$ cat config.mk
export PLATFORM = sky130hd
export DESIGN_NAME = issue_controller
export DESIGN_NICKNAME = d
export VERILOG_FILES = /design/src/verilog/issue_pkg.sv /design/src/verilog/inst_identify.sv /design/src/verilog/dest_decode.sv /design/src/verilog/operand_decode.sv /design/src/verilog/pipe_class_decode.sv /design/src/verilog/issue_controller.sv
export SDC_FILE = /design/constraint.sdc
export NUM_CORES = 1
export LEC_CHECK = 0
export ABC_AREA = 1
export BUFFER_PORTS_ARGS = -buffer_cell sky130_fd_sc_hd__buf_2
export CAP_MARGIN = 25
export CORE_MARGIN = 8
export CORE_UTILIZATION = 35
export DETAILED_ROUTE_END_ITERATION = 16
export PLACE_DENSITY = 0.6
export RECOVER_POWER = 50
export SLEW_MARGIN = 20
export SYNTH_ARGS = -nofsm -noshare
export SYNTH_HDL_FRONTEND = slang
export SYNTH_HIERARCHICAL = 1
export SYNTH_SLANG_ARGS = --single-unit
export TNS_END_PERCENT = 5
$ cat constraint.sdc
create_clock -name vclk -period 3.8
set_clock_uncertainty 0.05 [all_clocks]
set_input_delay 0.76 -clock vclk [all_inputs]
set_output_delay 0.76 -clock vclk [all_outputs]
set_load 0.05 [all_outputs]
$ cat src/verilog/issue_pkg.sv
package issue_pkg;

    localparam int op_w    = 6;
    localparam int funct_w = 6;
    localparam int sub_w   = 5;   // REGIMM rt and COP0 rs

    typedef enum logic [op_w-1:0] {
        OP_SPECIAL = 6'b000000,
        OP_REGIMM  = 6'b000001,
        OP_J       = 6'b000010,
        OP_JAL     = 6'b000011,
        OP_BEQ     = 6'b000100,
        OP_BNE     = 6'b000101,
        OP_BLEZ    = 6'b000110,
        OP_BGTZ    = 6'b000111,
        OP_ADDI    = 6'b001000,
        OP_ADDIU   = 6'b001001,
        OP_SLTI    = 6'b001010,
        OP_SLTIU   = 6'b001011,
        OP_ANDI    = 6'b001100,
        OP_ORI     = 6'b001101,
        OP_XORI    = 6'b001110,
        OP_LUI     = 6'b001111,
        OP_COP0    = 6'b010000,
        OP_LB      = 6'b100000,
        OP_LH      = 6'b100001,
        OP_LW      = 6'b100011,
        OP_LBU     = 6'b100100,
        OP_LHU     = 6'b100101,
        OP_SB      = 6'b101000,
        OP_SH      = 6'b101001,
        OP_SW      = 6'b101011
    } op_e;

    typedef enum logic [funct_w-1:0] {
        FN_SLL     = 6'b000000, FN_SRL     = 6'b000010,
        FN_SRA     = 6'b000011, FN_SLLV    = 6'b000100,
        FN_SRLV    = 6'b000110, FN_SRAV    = 6'b000111,
        FN_JR      = 6'b001000, FN_JALR    = 6'b001001,
        FN_SYSCALL = 6'b001100, FN_BREAK   = 6'b001101,
        FN_MFHI    = 6'b010000, FN_MTHI    = 6'b010001,
        FN_MFLO    = 6'b010010, FN_MTLO    = 6'b010011,
        FN_MULT    = 6'b011000, FN_MULTU   = 6'b011001,
        FN_DIV     = 6'b011010, FN_DIVU    = 6'b011011,
        FN_ADD     = 6'b100000, FN_ADDU    = 6'b100001,
        FN_SUB     = 6'b100010, FN_SUBU    = 6'b100011,
        FN_AND     = 6'b100100, FN_OR      = 6'b100101,
        FN_XOR     = 6'b100110, FN_NOR     = 6'b100111,
        FN_SLT     = 6'b101010, FN_SLTU    = 6'b101011
    } funct_e;

    // ERET under COP0 reuses the MULT funct code
    localparam funct_e FN_ERET = FN_MULT;

    typedef enum logic [sub_w-1:0] {
        RI_BLTZ    = 5'b00000,
        RI_BGEZ    = 5'b00001,
        RI_BLTZAL  = 5'b10000,
        RI_BGEZAL  = 5'b10001
    } regimm_e;

    typedef enum logic [sub_w-1:0] {
        C0_MF      = 5'b00000,
        C0_MT      = 5'b00100
    } c0_e;

    typedef enum logic [6:0] {
        INSTR_INVALID,
        ADD, ADDU, SUB, SUBU, SLT, SLTU,
        AND, OR, XOR, NOR,
        SLL, SRL, SRA, SLLV, SRLV, SRAV,
        MULT, MULTU, DIV, DIVU,
        JR, JALR, MFHI, MFLO, MTHI, MTLO,
        SYSCALL, BREAK,
        ADDI, ADDIU, SLTI, SLTIU, ANDI, ORI, XORI, LUI,
        BEQ, BNE, BLEZ, BGTZ,
        BLTZ, BGEZ, BLTZAL, BGEZAL, REGIMM_OTHER,
        J, JAL,
        LB, LBU, LH, LHU, LW,
        SB, SH, SW,
        ERET, MFC0, MTC0
    } instr_e;

    typedef enum logic [1:0] {
        REGDST_RT  = 2'b00,
        REGDST_RD  = 2'b01,
        REGDST_R31 = 2'b10
    } regdst_e;

endpackage

$ cat src/verilog/inst_identify.sv
`timescale 1ns/100ps

module inst_identify
    import issue_pkg::*;
(
    input  logic [op_w-1:0]    d_op,
    input  logic [funct_w-1:0] d_funct,
    input  logic [sub_w-1:0]   d_branchfunct,
    input  logic [sub_w-1:0]   d_c0funct,
    output instr_e             instr
);

    always_comb
    begin
        instr = INSTR_INVALID;
        case (d_op)
            OP_SPECIAL:
            begin
                case (d_funct)
                    FN_ADD:     instr = ADD;
                    FN_ADDU:    instr = ADDU;
                    FN_SUB:     instr = SUB;
                    FN_SUBU:    instr = SUBU;
                    FN_SLT:     instr = SLT;
                    FN_SLTU:    instr = SLTU;
                    FN_AND:     instr = AND;
                    FN_OR:      instr = OR;
                    FN_XOR:     instr = XOR;
                    FN_NOR:     instr = NOR;
                    FN_SLL:     instr = SLL;
                    FN_SRL:     instr = SRL;
                    FN_SRA:     instr = SRA;
                    FN_SLLV:    instr = SLLV;
                    FN_SRLV:    instr = SRLV;
                    FN_SRAV:    instr = SRAV;
                    FN_MULT:    instr = MULT;
                    FN_MULTU:   instr = MULTU;
                    FN_DIV:     instr = DIV;
                    FN_DIVU:    instr = DIVU;
                    FN_JR:      instr = JR;
                    FN_JALR:    instr = JALR;
                    FN_MFHI:    instr = MFHI;
                    FN_MFLO:    instr = MFLO;
                    FN_MTHI:    instr = MTHI;
                    FN_MTLO:    instr = MTLO;
                    FN_SYSCALL: instr = SYSCALL;
                    FN_BREAK:   instr = BREAK;
                    default:    instr = INSTR_INVALID;
                endcase
            end
            OP_REGIMM:
            begin
                case (d_branchfunct)
                    RI_BLTZ:   instr = BLTZ;
                    RI_BGEZ:   instr = BGEZ;
                    RI_BLTZAL: instr = BLTZAL;
                    RI_BGEZAL: instr = BGEZAL;
                    default:   instr = REGIMM_OTHER;   // Treated as a linking branch
                endcase
            end
            OP_COP0:
            begin
                if (d_funct == FN_ERET)                // ERET wins over rs
                    instr = ERET;
                else if (d_c0funct == C0_MF)
                    instr = MFC0;
                else if (d_c0funct == C0_MT)
                    instr = MTC0;
                else
                    instr = INSTR_INVALID;
            end
            OP_ADDI:  instr = ADDI;
            OP_ADDIU: instr = ADDIU;
            OP_SLTI:  instr = SLTI;
            OP_SLTIU: instr = SLTIU;
            OP_ANDI:  instr = ANDI;
            OP_ORI:   instr = ORI;
            OP_XORI:  instr = XORI;
            OP_LUI:   instr = LUI;
            OP_BEQ:   instr = BEQ;
            OP_BNE:   instr = BNE;
            OP_BLEZ:  instr = BLEZ;
            OP_BGTZ:  instr = BGTZ;
            OP_J:     instr = J;
            OP_JAL:   instr = JAL;
            OP_LB:    instr = LB;
            OP_LBU:   instr = LBU;
            OP_LH:    instr = LH;
            OP_LHU:   instr = LHU;
            OP_LW:    instr = LW;
            OP_SB:    instr = SB;
            OP_SH:    instr = SH;
            OP_SW:    instr = SW;
            default:  instr = INSTR_INVALID;
        endcase
    end

endmodule

$ cat src/verilog/dest_decode.sv
`timescale 1ns/100ps

module dest_decode
    import issue_pkg::*;
(
    input  instr_e  instr,
    output logic    regwrite,
    output logic    hiwrite,
    output logic    lowrite,
    output logic    cp0write,
    output regdst_e regdst
);

    always_comb
    begin
        regwrite = 1'b0;
        regdst   = REGDST_RT;
        case (instr)
            ADD, ADDU, SUB, SUBU, SLT, SLTU,
            AND, OR, XOR, NOR,
            SLL, SRL, SRA, SLLV, SRLV, SRAV,
            JALR, MFHI, MFLO:
            begin
                regwrite = 1'b1;
                regdst   = REGDST_RD;
            end
            ADDI, ADDIU, SLTI, SLTIU, ANDI, ORI, XORI, LUI,
            LB, LBU, LH, LHU, LW,
            MFC0:
            begin
                regwrite = 1'b1;                 // Result lands in rt
                regdst   = REGDST_RT;
            end
            BLTZAL, BGEZAL, REGIMM_OTHER, JAL:
            begin
                regwrite = 1'b1;
                regdst   = REGDST_R31;           // Link address
            end
            default:
            begin
                regwrite = 1'b0;
                regdst   = REGDST_RT;
            end
        endcase
    end

    // Multiply and divide fill both halves
    assign hiwrite  = instr inside {MTHI, MULT, MULTU, DIV, DIVU};
    assign lowrite  = instr inside {MTLO, MULT, MULTU, DIV, DIVU};
    assign cp0write = (instr == MTC0);

endmodule

$ cat src/verilog/operand_decode.sv
`timescale 1ns/100ps

module operand_decode
    import issue_pkg::*;
(
    input  instr_e instr,
    output logic   needrs,
    output logic   needrt,
    output logic   needhi,
    output logic   needlo,
    output logic   needcp0
);

    // Shifts by shamt, MFHI/MFLO, BREAK, SYSCALL and LUI leave rs unread
    assign needrs = instr inside {
        ADD, ADDU, SUB, SUBU, SLT, SLTU,
        AND, OR, XOR, NOR,
        SLLV, SRLV, SRAV,
        MULT, MULTU, DIV, DIVU,
        JR, JALR, MTHI, MTLO,
        ADDI, ADDIU, SLTI, SLTIU, ANDI, ORI, XORI,
        BEQ, BNE, BLEZ, BGTZ,
        BLTZ, BGEZ, BLTZAL, BGEZAL, REGIMM_OTHER,
        LB, LBU, LH, LHU, LW,
        SB, SH, SW
    };

    assign needrt = instr inside {
        ADD, ADDU, SUB, SUBU, SLT, SLTU,
        AND, OR, XOR, NOR,
        SLL, SRL, SRA, SLLV, SRLV, SRAV,
        MULT, MULTU, DIV, DIVU,
        BEQ, BNE,
        SB, SH, SW,                          // Store data
        MTC0
    };

    assign needhi  = (instr == MFHI);
    assign needlo  = (instr == MFLO);
    assign needcp0 = instr inside {ERET, MFC0};   // ERET reads EPC

endmodule

$ cat src/verilog/pipe_class_decode.sv
`timescale 1ns/100ps

module pipe_class_decode
    import issue_pkg::*;
(
    input  instr_e instr,
    output logic   isbranch,
    output logic   isjump,
    output logic   memreq
);

    // Every REGIMM encoding counts as a branch
    assign isbranch = instr inside {
        BEQ, BNE, BLEZ, BGTZ,
        BLTZ, BGEZ, BLTZAL, BGEZAL, REGIMM_OTHER
    };

    assign isjump = instr inside {JR, JALR, J, JAL};

    assign memreq = instr inside {
        LB, LBU, LH, LHU, LW,
        SB, SH, SW
    };

endmodule

$ cat src/verilog/issue_controller.sv
`timescale 1ns/100ps

module issue_controller
    import issue_pkg::*;
(
    input  logic [op_w-1:0]    d_op,
    input  logic [funct_w-1:0] d_funct,
    input  logic [sub_w-1:0]   d_branchfunct,   // REGIMM rt
    input  logic [sub_w-1:0]   d_c0funct,       // COP0 rs
    output logic               d_memreq,
    output logic               d_regwrite,
    output logic [1:0]         d_regdst,        // 00 rt, 01 rd, 10 r31
    output logic               d_cp0write,
    output logic               d_hiwrite,
    output logic               d_lowrite,
    output logic               d_isbranch,
    output logic               d_isjump,
    output logic               d_needrs,
    output logic               d_needrt,
    output logic               d_needhi,
    output logic               d_needlo,
    output logic               d_needcp0
);

    instr_e  instr;
    regdst_e regdst;

    inst_identify u_inst_identify (
        .d_op          (d_op),
        .d_funct       (d_funct),
        .d_branchfunct (d_branchfunct),
        .d_c0funct     (d_c0funct),
        .instr         (instr)
    );

    dest_decode u_dest_decode (
        .instr    (instr),
        .regwrite (d_regwrite),
        .hiwrite  (d_hiwrite),
        .lowrite  (d_lowrite),
        .cp0write (d_cp0write),
        .regdst   (regdst)
    );

    operand_decode u_operand_decode (
        .instr   (instr),
        .needrs  (d_needrs),
        .needrt  (d_needrt),
        .needhi  (d_needhi),
        .needlo  (d_needlo),
        .needcp0 (d_needcp0)
    );

    pipe_class_decode u_pipe_class_decode (
        .instr    (instr),
        .isbranch (d_isbranch),
        .isjump   (d_isjump),
        .memreq   (d_memreq)
    );

    assign d_regdst = regdst;

endmodule

==> flow_metrics.tcl <==
set metrics [dict create \
    switchingPower_w 0.000179 \
    core_sq_mm 0.00463 \
    drt_iter0_drc 151 \
    layout.nets 433 \
    syn_inst 354 \
    grt_pass1_vias 2045 \
    crit_path_top_delay_cell "ha_1" \
    area_growth_pct 26.0 \
    vdd_ir_drop_max_uv 52.6 \
    drive_gt1_share_pct 23.9 \
    crit_path_start "d_funct[0]" \
    synthDistinctLibCells 25 \
    met1Wirelength_mm 2.38 \
    fin_ws_ns 0.220 \
    hpwl_mm 4.10 \
    powerDensity_mw_per_mm2 129 \
    antenna_found_initial 0 \
    synth_mux_area_share_pct 0 \
    synth_xor_area_share_pct 0 \
    wl_per_cell_microns 10.8 \
    syn_nets 383 \
    initial_core_util_pct 35.4 \
    p_seq_share_pct 0 \
    p_comb_share_pct 100.0 \
    end_kind "output pin" \
    hp-start "d_funct[5]" \
    place_inst 455 \
    synthesis.area_sq_mm 0.00164 \
    num-fill-cells 529 \
    critical_path_class "input pin to output pin" \
    cpMostUsedCell "nand2_1" \
    hold-worst-slack_ns 2.34 \
    vias 2254 \
    finalSetupViolCount 0 \
    ys_seq_area_share_pct 0 \
    seq_cells 0 \
    arrival_ns 2.77 \
    viasPerCell 4.94 \
    startpoint_type "input pin" \
    grt_pass1_wl_mm 8.74 \
    drv_cap 0 \
    grt.overflow.total 0 \
    antennaDiodeCount 0 \
    finalNonFillerCells 456 \
    min_period_ns 3.58 \
    leakage_nw 1.12 \
    yosysWarnings 6 \
    fmax_mhz 279 \
    io_buffers 36 \
    path_cells "buf_2, inv_1, ha_1, nor2_1, nand3_1, nand2_1, nand2_1, nand3_1, nand3_2, buf_4, nor2_2, nand2_1, nand2_1, nor2_1, nor2_2, nor2_1, nand2_1, clkbuf_4" \
    avgSynthCellArea_sq_um 4.63 \
    top_layer "met3" \
    final_hold_viol_count 0 \
    synth_compound_area_share_pct 8.92 \
    route.met3.wl_microns 273 \
    wirelength_mm 4.93 \
    num_rows 25 \
    critPathMaxStageDelay_ns 0.26 \
    grt_max_degree 13 \
    dr.pass1.iters 4 \
    die_x_microns 84.5 \
    drtAntennaViolNets 0 \
    yosys.area_share.simple_pct 70.3 \
    dr_wl_met2_mm 2.27 \
    min_delay_path_depth 7 \
    pwr-share-clk_pct 0 \
    internal-power_w 0.0000874 \
    synthAdderAreaFrac_pct 5.34 \
    synth_top_family_by_area "simple AND/OR/NAND/NOR gates" \
    finalCritPeriodShare_pct 94.2 \
    slew_viol_final 0 \
    io_pins 36 \
    fp.dieH_microns 84.5 \
    die_area_sq_mm 0.00713 \
    crit_fanout 5 \
    stdcell_area_sq_mm 0.00207 \
    status "finished, final reports clean" \
    worstPathRequired_ns 2.99 \
    drcViolationCount 0 \
    track_usage_pct 13.6 \
    place_congestion 0.927 \
    regArea_sq_um 0 \
    power_w 0.000267 \
    post_dp_cell_area_sq_mm 0.00198 \
    p_sw_share_pct 67.2 \
    place_ws_ns 0.0658 \
    hp-class "input pin to output pin" \
    nClkBuffers 0 \
]
-- stage by stage --
stage | util [%] | TNS, ns
after floorplan | - | -0.337
after detailed placement | 42.8 | 0
after global routing | 44.6 | -0.00854
final | 44.6 | 0
after CTS | 42.8 | 0
after global placement | 42.8 | 0
-- layout make-up --
cell class | instances | area [sq um] | share of cell area, %
Inverter | 56 | 210 | 10.2
Multi-Input combinational cell | 292 | 1460 | 70.6
Timing Repair Buffer | 54 | 330 | 16.0
Tap cell | 54 | 67.6 | 3.27
-- kinds of logic (layout without fill, tap and decap cells) --
group           after synthesis  in the layout
compound gates               25             25
simple gates                259            259
other cells                   1              1
fa+ha+maj                     7              7
buf+inv                      62            110
-- cells in the final DEF, fill, tap and decap left out, types with 2 or more instances in the layout --
cell type / Yosys / final
nand2_1: 104 / 99
nor2_1: 61 / 57
nand3_1: 58 / 55
inv_1: 50 / 49
buf_2: 4 / 27
buf_4: 1 / 18
nor2_2: 9 / 13
o21ai_0: 12 / 11
nand4_1: 8 / 8
inv_2: 6 / 7
nor3_1: 8 / 7
nand2_2: 2 / 7
clkbuf_2: 0 / 6
ha_1: 7 / 6
a21oi_1: 5 / 5
nand3_2: 1 / 4
nor2_4: 4 / 4
o21ai_1: 2 / 3
o211ai_1: 3 / 3
buf_6: 1 / 2
a21oi_2: 2 / 2
-- synth_stat cells (all sizes together) --
cell    instances  area share, %
nand2         106             25
nor2           74             20
nand3          59             18
inv            56             13
o21ai          14            4.3
nor3            9            3.1
nand4           8            3.1
a21oi           7            2.6
ha              7            5.3
buf             6            2.4
o211ai          3            1.4
nor4            2           0.76
a21boi          1           0.69
conb            1           0.23
nand3b          1           0.46
-- critical path, delay by kind of cell --
family                   cells  cell delay [ns]
buffers and inverters        4             0.63
adder cells (fa/ha/maj)      1             0.26
AND/OR/NAND/NOR             13             1.11
-- final timing paths --
kind / to / slack (ns)
worst max-delay path: d_needrt / 0.22
worst min-delay path: d_needcp0 / 2.34
-- timing repair --
action / 4_1_cts / 5_1_grt
setup buffers: 0 / 1
hold buffers: 0 / 0
endpoints found under the setup margin: 0 / 7
endpoints found under the hold margin: 0 / 0
gates resized for setup: 0 / 24
-- per-layer routing --
metal / track usage (%) / vias to the layer above
li1: - / 1221
met1: 19.0 / 973
met2: 23.1 / 60
met3: 1.07 / 0
met4: 0 / 0
met5: 0 / -
-- power groups by stage --
stage          logic, W  registers [W]  clock network (W)
3_5_place_dp   0.000247              0                  0
4_1_cts        0.000248              0                  0
3_3_place_gp   0.000246              0                  0
2_1_floorplan  0.000176              0                  0
5_1_grt        0.000297              0                  0
6_report       0.000267              0                  0
No activity file was read; power rests on OpenSTA's default activity.
